--- src/common/decode_pkg.sv ---
////////////////////////////////////////////////////////////////////////////
// widths are fixed by the LA32 encoding; the class vector is one-hot except
// that ll/sc also set the memory bit and preld also sets the memory bit
////////////////////////////////////////////////////////////////////////////
package decode_pkg;

    typedef logic [13:0] ins_class_t;   // one bit per instruction class
    typedef logic [4:0]  reg_idx_t;     // gpr number
    typedef logic [31:0] word_t;        // data / instruction word
    typedef logic [1:0]  src1_sel_t;
    typedef logic [1:0]  src2_sel_t;
    typedef logic [3:0]  cond_t;        // alu op, br cond, mem size/store, mul/div variant
    typedef logic [2:0]  exc_code_t;

    // class bit positions
    localparam int cls_br      = 0;
    localparam int cls_bar     = 1;     // ibar / dbar
    localparam int cls_mem     = 2;
    localparam int cls_preload = 3;
    localparam int cls_csr     = 4;
    localparam int cls_cache   = 5;     // cacop
    localparam int cls_idle    = 6;
    localparam int cls_ertn    = 7;
    localparam int cls_tlb     = 8;
    localparam int cls_ecall   = 9;     // syscall / break
    localparam int cls_mul     = 10;
    localparam int cls_div     = 11;
    localparam int cls_alu     = 12;
    localparam int cls_scll    = 13;

    localparam src1_sel_t src1_rf    = 2'd0;
    localparam src1_sel_t src1_zero  = 2'd1;
    localparam src1_sel_t src1_pc    = 2'd2;
    localparam src1_sel_t src1_cntid = 2'd3;

    localparam src2_sel_t src2_rf    = 2'd0;
    localparam src2_sel_t src2_imm   = 2'd1;
    localparam src2_sel_t src2_cntl  = 2'd2;   // stable counter low
    localparam src2_sel_t src2_cnth  = 2'd3;   // stable counter high

    // alu ops, same as inst[18:15] of the 3-register form
    localparam cond_t alu_add  = 4'b0000;
    localparam cond_t alu_sub  = 4'b0010;
    localparam cond_t alu_slt  = 4'b0100;
    localparam cond_t alu_sltu = 4'b0101;
    localparam cond_t alu_nor  = 4'b1000;
    localparam cond_t alu_and  = 4'b1001;
    localparam cond_t alu_or   = 4'b1010;
    localparam cond_t alu_xor  = 4'b1011;
    localparam cond_t alu_sra  = 4'b1100;   // no slot in the reg form
    localparam cond_t alu_sll  = 4'b1110;
    localparam cond_t alu_srl  = 4'b1111;

    localparam exc_code_t exc_none    = 3'd0;
    localparam exc_code_t exc_syscall = 3'd1;
    localparam exc_code_t exc_break   = 3'd2;
    localparam exc_code_t exc_ine     = 3'd3;   // instruction not exist
    localparam exc_code_t exc_ipe     = 3'd4;   // privilege error

    typedef struct packed {
        ins_class_t cls;
        src1_sel_t  src1;
        src2_sel_t  src2;
        cond_t      cond;
        logic       sign;       // signed mul/div or sign-extending load
        logic       mem_atm;    // ll / sc
        logic       priv;       // privileged class, cacop hit included
    } uop_t;

    typedef struct packed {
        uop_t     uop;
        word_t    imm;
        reg_idx_t rd;
        reg_idx_t rj;
        reg_idx_t rk;
        logic     is_alu;
    } decoded_t;

    typedef struct packed {
        decoded_t  dec;
        exc_code_t exc;
    } id_out_t;

endpackage

--- src/decode/inst_decoder.sv ---
`timescale 1ns/1ps
////////////////////////////////////////////////////////////////////////////
// combinational, LA32 subset only; float branches and 64-bit ops are invalid
// stores and branch compares carry their rd field on rk, rd is then r0
////////////////////////////////////////////////////////////////////////////
module inst_decoder import decode_pkg::*; (
    input  word_t    inst,
    output decoded_t dec,
    output logic     is_syscall,
    output logic     is_break,
    output logic     is_privileged,
    output logic     invalid
);

    ins_class_t cls;
    logic       is_b_or_bl;
    logic       is_jirl;
    logic       is_bl;
    logic       is_pcadd;
    logic       is_lui;
    logic       is_alu_imm;
    logic       is_alu_reg;
    logic       is_alu_sfti;
    logic       is_sra;
    logic       is_time;
    logic       is_invtlb;
    logic       is_store;
    logic       mem_atm;
    logic       no_rd;
    cond_t      alu_op;
    logic       alu_bad;
    logic       br_bad;
    cond_t      cond;

    //////////////////////////////////////////////////////////////////////////
    // opcode matching
    assign is_b_or_bl  = inst[30:27] == 4'b1010;
    assign is_jirl     = inst[30:26] == 5'b10011;
    assign is_bl       = inst[30:26] == 5'b10101;     // links to r1
    assign is_pcadd    = inst[30:25] == 6'b001110;
    assign is_lui      = inst[30:25] == 6'b001010;
    assign is_alu_imm  = inst[30:25] == 6'b000001;    // slti..xori
    assign is_alu_reg  = inst[30:19] == 12'b000000000010;
    assign is_alu_sfti = inst[30:20] == 11'b00000000100 && inst[17:15] == 3'b001;
    assign is_sra      = inst[30:15] == 16'b0000000000110000;
    assign is_time     = inst[30:11] == 20'b00000000000000001100;  // rdcnt*
    assign is_invtlb   = inst[30:15] == 16'b0000110010010011;

    assign cls[cls_br]      = inst[30];
    assign cls[cls_bar]     = inst[30:16] == 15'b011100001110010;
    assign cls[cls_mem]     = inst[30:28] == 3'b010;
    assign cls[cls_preload] = inst[30:22] == 9'b010101011;
    assign cls[cls_csr]     = inst[30:24] == 7'b0000100;
    assign cls[cls_cache]   = inst[30:22] == 9'b000011000;
    assign cls[cls_idle]    = inst[30:15] == 16'b0000110010010001;
    assign cls[cls_ertn]    = inst[30:10] == 21'b000011001001000001110;
    // tlbsrch/rd/wr/fill sit at 12:10 = 2..5, ertn takes 6
    assign cls[cls_tlb]     = is_invtlb || (inst[30:13] == 18'b000011001001000001 &&
                              inst[12:10] >= 3'b010 && inst[12:10] <= 3'b101);
    assign cls[cls_ecall]   = inst[30:17] == 14'b00000000010101 && !inst[15];
    assign cls[cls_mul]     = inst[30:17] == 14'b00000000001110;
    assign cls[cls_div]     = inst[30:17] == 14'b00000000010000;
    assign cls[cls_alu]     = is_alu_reg | is_alu_imm | is_alu_sfti | is_sra |
                              is_time | is_pcadd | is_lui;
    assign cls[cls_scll]    = inst[30:25] == 6'b010000;

    assign is_syscall = cls[cls_ecall] & inst[16];
    assign is_break   = cls[cls_ecall] & ~inst[16];
    assign is_store   = cls[cls_mem] & inst[24];
    assign mem_atm    = cls[cls_mem] & ~inst[27];     // ll / sc

    //////////////////////////////////////////////////////////////////////////
    // sub-codes
    always_comb begin
        alu_op  = alu_add;                  // lu12i and pcaddu12i add too
        alu_bad = 1'b0;
        if (is_alu_reg) begin
            alu_op = inst[18:15];
            case (inst[18:15])
                4'b0001, 4'b0011, 4'b0110, 4'b0111, 4'b1100, 4'b1101: alu_bad = 1'b1;
                default: ;
            endcase
        end else if (is_alu_imm) begin
            case (inst[24:22])
                3'b000:  alu_op = alu_slt;
                3'b001:  alu_op = alu_sltu;
                3'b010:  alu_op = alu_add;
                3'b101:  alu_op = alu_and;
                3'b110:  alu_op = alu_or;
                3'b111:  alu_op = alu_xor;
                default: alu_bad = 1'b1;    // 64-bit or unused slots
            endcase
        end else if (is_alu_sfti) begin
            case (inst[19:18])
                2'b00:   alu_op = alu_sll;
                2'b01:   alu_op = alu_srl;
                2'b10:   alu_op = alu_sra;
                default: alu_bad = 1'b1;
            endcase
        end else if (is_sra) begin
            alu_op = alu_sra;
        end
    end

    // jirl..bgeu are 0011..1011, bceqz/bcnez fall outside
    assign br_bad = cls[cls_br] && (inst[29:26] < 4'b0011 || inst[29:26] > 4'b1011);

    always_comb begin
        cond = '0;
        if (cls[cls_alu])
            cond = alu_op;
        else if (cls[cls_br])
            cond = inst[29:26];             // raw branch opcode
        else if (cls[cls_mem])
            cond = {1'b0, inst[24], inst[27] ? inst[23:22] : 2'b10};  // atomics are word
        else if (cls[cls_mul])
            cond = {3'b0, inst[15] | inst[16]};   // high half
        else if (cls[cls_div])
            cond = {3'b0, inst[15]};              // 1 = mod
    end

    assign invalid = inst[31] | (cls == '0) | alu_bad | br_bad |
                     (is_invtlb && inst[4:0] > 5'd6);

    // hit-type cacop (code 2) runs at user level
    assign is_privileged = (cls[cls_cache] && inst[4:3] != 2'd2) | cls[cls_tlb] |
                           cls[cls_csr] | cls[cls_ertn] | cls[cls_idle];

    //////////////////////////////////////////////////////////////////////////
    // bundle
    assign dec.uop.cls  = cls;
    assign dec.uop.src1 = is_lui   ? src1_zero :
                          is_pcadd ? src1_pc   :
                          (is_time && !inst[10] && inst[4:0] == '0) ? src1_cntid :
                          src1_rf;
    assign dec.uop.src2 = (is_alu_imm | is_alu_sfti | is_lui | is_pcadd) ? src2_imm :
                          !is_time ? src2_rf :
                          (!inst[10] && inst[4:0] != '0) ? src2_cntl : src2_cnth;
    assign dec.uop.cond    = cond;
    assign dec.uop.sign    = ((cls[cls_mul] | cls[cls_div]) & ~inst[16]) |
                             (cls[cls_mem] & ~inst[25]);
    assign dec.uop.mem_atm = mem_atm;
    assign dec.uop.priv    = cls[cls_cache] | cls[cls_tlb] | cls[cls_csr] |
                             cls[cls_ertn] | cls[cls_idle] | cls[cls_bar];
    assign dec.is_alu      = cls[cls_alu];

    // instructions with no result write r0
    assign no_rd = cls[cls_cache] | cls[cls_tlb] | cls[cls_idle] | cls[cls_preload] |
                   cls[cls_bar] | cls[cls_ertn] | cls[cls_ecall] |
                   (is_store & ~mem_atm) | (cls[cls_br] & ~is_jirl & ~is_bl);
    assign dec.rd = no_rd ? '0 :
                    is_bl ? 5'd1 :
                    inst[4:0] | ({5{is_time}} & inst[9:5]);    // rdcntid dest in rj slot
    assign dec.rj = ((cls[cls_tlb] & ~is_invtlb) | cls[cls_idle] | cls[cls_bar] |
                     cls[cls_ecall] | is_pcadd | is_lui | is_b_or_bl | is_time) ?
                    '0 : inst[9:5];
    assign dec.rk = (is_alu_reg | is_sra | cls[cls_mul] | cls[cls_div] | is_invtlb) ?
                    inst[14:10] :
                    (is_store | (cls[cls_br] & ~is_b_or_bl & ~is_jirl) | cls[cls_csr]) ?
                    inst[4:0] : '0;

    // one format per class, the masks never overlap
    assign dec.imm =
        ({{20{inst[21]}}, inst[21:10]} & {32{cls[cls_cache] |
            (is_alu_imm & ~inst[24]) | (cls[cls_mem] & inst[27]) | is_alu_sfti}}) |
        ({20'b0, inst[21:10]} & {32{is_alu_imm & inst[24]}}) |       // u12 logic ops
        ({{18{inst[23]}}, inst[23:10]} & {32{cls[cls_csr]}}) |
        ({{16{inst[23]}}, inst[23:10], 2'b0} & {32{mem_atm}}) |     // ll/sc offset
        ({{16{inst[25]}}, inst[25:10]} & {32{cls[cls_br] & ~is_b_or_bl}}) |
        ({{6{inst[9]}}, inst[9:0], inst[25:10]} & {32{is_b_or_bl}}) |
        ({inst[24:5], 12'b0} & {32{is_pcadd | is_lui}});

endmodule

--- src/decode/id_stage.sv ---
`timescale 1ns/1ps
////////////////////////////////////////////////////////////////////////////
// one cycle latency, no stall; a strobe may come every cycle
////////////////////////////////////////////////////////////////////////////
module id_stage import decode_pkg::*; (
    input  logic       clk,
    input  logic       rst_n,
    input  logic       inst_valid,
    input  word_t      inst,
    input  logic [1:0] plv,
    output logic       out_valid,
    output id_out_t    out
);

    localparam logic [1:0] plv_user = 2'd3;

    decoded_t  dec;
    logic      is_syscall;
    logic      is_break;
    logic      is_privileged;
    logic      invalid;
    exc_code_t exc;

    inst_decoder u_decoder (
        .inst          (inst),
        .dec           (dec),
        .is_syscall    (is_syscall),
        .is_break      (is_break),
        .is_privileged (is_privileged),
        .invalid       (invalid)
    );

    // exception priority, highest first
    always_comb begin
        if (invalid)
            exc = exc_ine;
        else if (is_privileged && plv == plv_user)
            exc = exc_ipe;          // csr/tlb/ertn/idle at user level
        else if (is_syscall)
            exc = exc_syscall;
        else if (is_break)
            exc = exc_break;
        else
            exc = exc_none;
    end

    //////////////////////////////////////////////////////////////////////////
    // stage register
    always_ff @(posedge clk or negedge rst_n) begin
        if (!rst_n) begin
            out_valid <= 1'b0;
            out       <= '0;
        end else begin
            out_valid <= inst_valid;        // single-cycle strobe, one behind
            if (inst_valid) begin
                out.dec <= dec;
                out.exc <= exc;
            end
        end
    end

endmodule

--- src/rtl/reg_file.sv ---
`timescale 1ns/1ps
////////////////////////////////////////////////////////////////////////////
// r0 reads zero and ignores writes; same-cycle write is bypassed to reads
////////////////////////////////////////////////////////////////////////////
module reg_file import decode_pkg::*; (
    input  logic     clk,
    input  logic     rst_n,
    input  reg_idx_t rd_addr_a,
    input  reg_idx_t rd_addr_b,
    output word_t    rd_data_a,
    output word_t    rd_data_b,
    input  logic     wb_valid,
    input  reg_idx_t wb_rd,
    input  word_t    wb_data
);

    word_t regs [32];

    always_ff @(posedge clk or negedge rst_n) begin
        if (!rst_n) begin
            for (int i = 0; i < 32; i++)
                regs[i] <= '0;
        end else if (wb_valid && wb_rd != '0) begin
            regs[wb_rd] <= wb_data;
        end
    end

    // shared by both read ports
    function automatic word_t read_port(input reg_idx_t addr);
        word_t val;
        if (addr == '0)
            val = '0;
        else if (wb_valid && wb_rd == addr)
            val = wb_data;          // bypass, not yet in the array
        else
            val = regs[addr];
        return val;
    endfunction

    always_comb rd_data_a = read_port(rd_addr_a);
    always_comb rd_data_b = read_port(rd_addr_b);

endmodule

--- src/rtl/decode_top.sv ---
`timescale 1ns/1ps
////////////////////////////////////////////////////////////////////////////
// no back-pressure; the consumer takes every out_valid
////////////////////////////////////////////////////////////////////////////
module decode_top import decode_pkg::*; (
    input  logic       clk,
    input  logic       rst_n,
    input  logic       inst_valid,
    input  word_t      inst,
    input  logic [1:0] plv,
    input  logic       wb_valid,
    input  reg_idx_t   wb_rd,
    input  word_t      wb_data,
    output logic       out_valid,
    output id_out_t    out,
    output word_t      rj_data,
    output word_t      rk_data
);

    id_stage u_id_stage (
        .clk        (clk),
        .rst_n      (rst_n),
        .inst_valid (inst_valid),
        .inst       (inst),
        .plv        (plv),
        .out_valid  (out_valid),
        .out        (out)
    );

    // operands read with the registered rj/rk, so they leave with the bundle
    reg_file u_reg_file (
        .clk       (clk),
        .rst_n     (rst_n),
        .rd_addr_a (out.dec.rj),
        .rd_addr_b (out.dec.rk),
        .rd_data_a (rj_data),
        .rd_data_b (rk_data),
        .wb_valid  (wb_valid),
        .wb_rd     (wb_rd),
        .wb_data   (wb_data)
    );

endmodule

--- config.mk ---
export PLATFORM = sky130hd
export DESIGN_NAME = decode_top
export DESIGN_NICKNAME = d
export VERILOG_FILES = /design/src/common/decode_pkg.sv /design/src/decode/inst_decoder.sv /design/src/decode/id_stage.sv /design/src/rtl/reg_file.sv /design/src/rtl/decode_top.sv
export SDC_FILE = /design/constraint.sdc
export NUM_CORES = 2
export LEC_CHECK = 0
export BUFFER_PORTS_ARGS = -buffer_cell sky130_fd_sc_hd__buf_2
export CORE_MARGIN = 2
export CORE_UTILIZATION = 50
export CTS_BUF_LIST = sky130_fd_sc_hd__clkbuf_16
export CTS_CLUSTER_DIAMETER = 120
export CTS_CLUSTER_SIZE = 14
export DETAILED_ROUTE_END_ITERATION = 8
export PLACE_DENSITY = 0.67
export SLEW_MARGIN = 10
export SYNTH_ARGS = -nofsm -noshare
export SYNTH_HDL_FRONTEND = slang
export SYNTH_SLANG_ARGS = --single-unit
--- constraint.sdc ---
create_clock -name clk -period 3.3 [get_ports clk]
set_clock_uncertainty 0.15 [all_clocks]
set_input_delay 0.165 -clock clk [delete_from_list [all_inputs] [get_ports clk]]
set_output_delay 0.165 -clock clk [all_outputs]
set_load 0.03 [all_outputs]
==> flow_summary.json <==
{
  "critPathMaxStageDelay_ns": 0.57,
  "p_clk_frac": 0.245,
  "synth.most_common_cell": "dfrtp_1",
  "synth.area.top_cells": "dfrtp_1, mux2_2, mux4_2",
  "grt_max_degree": 115,
  "p_leak_nw": 30.3,
  "cts_inserted_buffers": 88,
  "wl_um": 217000,
  "remaining_drc_errors": 0,
  "grt_first_pass_wirelength_um": 306000,
  "worst-endpoint-arrival_ns": 3.20,
  "synthToLayoutAreaGrowth_pct": 21.6,
  "drtIter0Drc": 6166,
  "cts_tree": "built",
  "hp-class": "in2reg",
  "synth.avg_cell_area_um2": 14.3,
  "pwr-share-comb": 0.314,
  "ctsHtreeMaxLevel": 3,
  "yosys.area.top_type_share": 0.470,
  "synth-edff-count": 0,
  "p_sw_frac": 0.316,
  "crit_path_start_kind": "register",
  "dieArea_mm2": 0.120,
  "power_density_mw_per_mm2": 568,
  "root_buffer": "clkbuf_16",
  "run_status": "finished with violations",
  "cts.reportedPaths.clkPinSlew_ns": 0.07,
  "rows": 125,
  "start_util": 0.504,
  "crit_buf_inv": 5,
  "power.switching_mw": 12.8,
  "path_max_fanout": 7,
  "rsz0062_at_grt": "yes",
  "worstSetupPathType": "reg2out",
  "setup_viol": 58,
  "period_share": 1.07,
  "grt_usage": 0.352,
  "reg2regPathDepth": 3,
  "timing.final.ws_setup_ns": -0.220,
  "crit_chain": "buf_4, buf_12, buf_16, buf_12, mux4_2, mux4_2, o22ai_2, nor3_2, buf_4",
  "async_reset_ff_frac": 1.00,
  "fin_crit_ns": 3.52,
  "detailed_place_hpwl_um": 126000,
  "seqPwrFrac": 0.441,
  "core_mm2": 0.116,
  "required_ns": 2.98,
  "worstSkewPairLatency_ns": 0.68,
  "reg2reg_slack_ns": 1.40,
  "dp.cells": 5617,
  "synth_cells": 4090,
  "drv_slew": 0,
  "fp.dieH_um": 346,
  "yosys_warnings": 0,
  "num_vias": 43000,
  "syn_area_mm2": 0.0586,
  "portBuffers": 215,
  "ir_worst_vdd_v": 0.000446,
  "syn_nets": 4165,
  "die_width_um": 346,
  "cts.path.max_buffers": 3,
  "synth_common_cells": "dfrtp_1, mux2_2, mux4_2",
  "grt_pass1_vias": 42400,
  "critPathCaptureType": "primary output",
  "setup_tns_ns": -5.46,
  "max_slew_margin": 0.320,
  "place_worst_setup_slack_ns": 0.140,
  "yosysSeqAreaShare": 0.470,
  "viasPerCell": 7.17,
  "synth_flop_cell": "dfrtp_1",
  "ant_nets": 0,
  "antenna_found_initial": 7,
  "synth_top_area_cell": "dfrtp_1",
  "final_nets": 4525,
  "violations": "negative setup slack",
  "ys_seq_elements": 1100,
  "worst_pin_slew_ns": 1.02,
  "gp_routability_congestion": 0.929,
  "p_int_mw": 27.7,
  "overflow": 0,
  "drt_pre_antenna_iters": 8,
  "hold_viol": 0,
  "routedWlPerCell_um": 36.1,
  "critPathSlowestCell": "dfrtp_4",
  "cp_top_family": "multiplexers",
  "clock.fmax_mhz": 284,
  "cts.sinks": 1100,
  "cp.depth": 9,
  "instances_no_fill": 5992,
  "ioPinCount": 216,
  "timing.max_cap.violations": 0,
  "ys_types": 70,
  "whs_path_depth": 2,
  "drive_gt1_frac": 0.583
}
[area by class of cell]
| type | instances | area (um2) |
|---|---|---|
| Sequential cell | 1100 | 27600 |
| Inverter | 14 | 52.6 |
| Timing Repair Buffer | 739 | 8380 |
| Fill cell | 8651 | 45000 |
| Clock buffer | 91 | 2280 |
| Multi-Input combinational cell | 2507 | 31000 |
| Antenna cell | 7 | 17.5 |
| Tap cell | 1524 | 1910 |
| Clock inverter | 10 | 57.6 |
[cells in the final DEF (no fill, tap or decap), types with 50 or more instances in the layout]
| cell | Yosys | routed |
|---|---|---|
| dlygate4sd3_1 | 0 | 69 |
| mux4_2 | 502 | 502 |
| buf_6 | 7 | 87 |
| a22oi_1 | 92 | 50 |
| mux2_2 | 1010 | 1007 |
| a21oi_1 | 64 | 50 |
| dfrtp_1 | 1100 | 1090 |
| nand2_1 | 79 | 61 |
| buf_4 | 15 | 245 |
| clkbuf_16 | 0 | 111 |
| buf_12 | 0 | 97 |
| nor2_1 | 154 | 117 |
| mux2i_1 | 86 | 63 |
| buf_2 | 66 | 152 |
[flip-flops by register name, summed over array words and instances (netlist names)]
name / count
u_id_stage.out: 75
u_id_stage.out_valid: 1
u_reg_file.regs: 1024
[path summary, 6_finish.rpt]
| path | startpoint | endpoint |
|---|---|---|
| setup / recovery | u_id_stage.out[9]$_DFFE_PN0P_ | rj_data[16] |
| hold / removal | wb_data[7] | u_reg_file.regs[711]$_DFFE_PN0P_ |
| setup reg to reg | u_id_stage.out[13]$_DFFE_PN0P_ | u_id_stage.out[13]$_DFFE_PN0P_ |
| hold reg to reg | u_reg_file.regs[996]$_DFFE_PN0P_ | u_reg_file.regs[996]$_DFFE_PN0P_ |
| max in group asynchronous | rst_n | u_reg_file.regs[270]$_DFFE_PN0P_ |
| min in group asynchronous | rst_n | u_reg_file.regs[385]$_DFFE_PN0P_ |
[timing repair]
action,in CTS,in global routing
hold endpoints to repair,1516,0
hold buffers,70,0
pin swaps,85,107
gates cloned,35,21
buffers inserted,84,73
endpoints found under the setup margin,64,64
gates resized for setup,453,177
[power groups by stage]
stage	Sequential [mW]	Clock [mW]	Combinational, mW
after floorplan	17.4	0	7.31
after global placement	17.8	0	10.2
after detailed placement	18.0	0	10.3
after CTS	17.7	9.96	11.9
after global routing	18.1	10.5	13.2
final	17.8	9.91	12.7
[cells by family after synthesis]
family,Yosys count,synth area share
compound gates,467,0.0567
xor+xnor,11,0.00164
buf+inv,483,0.0342
flops,1100,0.470
mux,1598,0.402
simple gates,431,0.0361
[layer usage]
layer	up-vias	global-route usage	wire length, um
li1	16500	-	-
met3	700	0.0950	25300
met2	2959	0.531	97600
met4	6	0.172	12900
met1	22800	0.474	80700
met5	-	0	44
[through the flow]
step           cell area (um2)   util  power [mW]  hold slack, ns
6_report                 71200  0.613        40.5          0.0336
5_1_grt                  71200  0.613        41.8          0.0395
4_1_cts                  69400  0.598        39.5         0.00362
3_5_place_dp             62700  0.539        28.3         -0.0174
3_3_place_gp             62700  0.539        28.0        -0.00866
2_1_floorplan            58600      -        24.7          -0.281
Power figures use the tool's default switching activity.
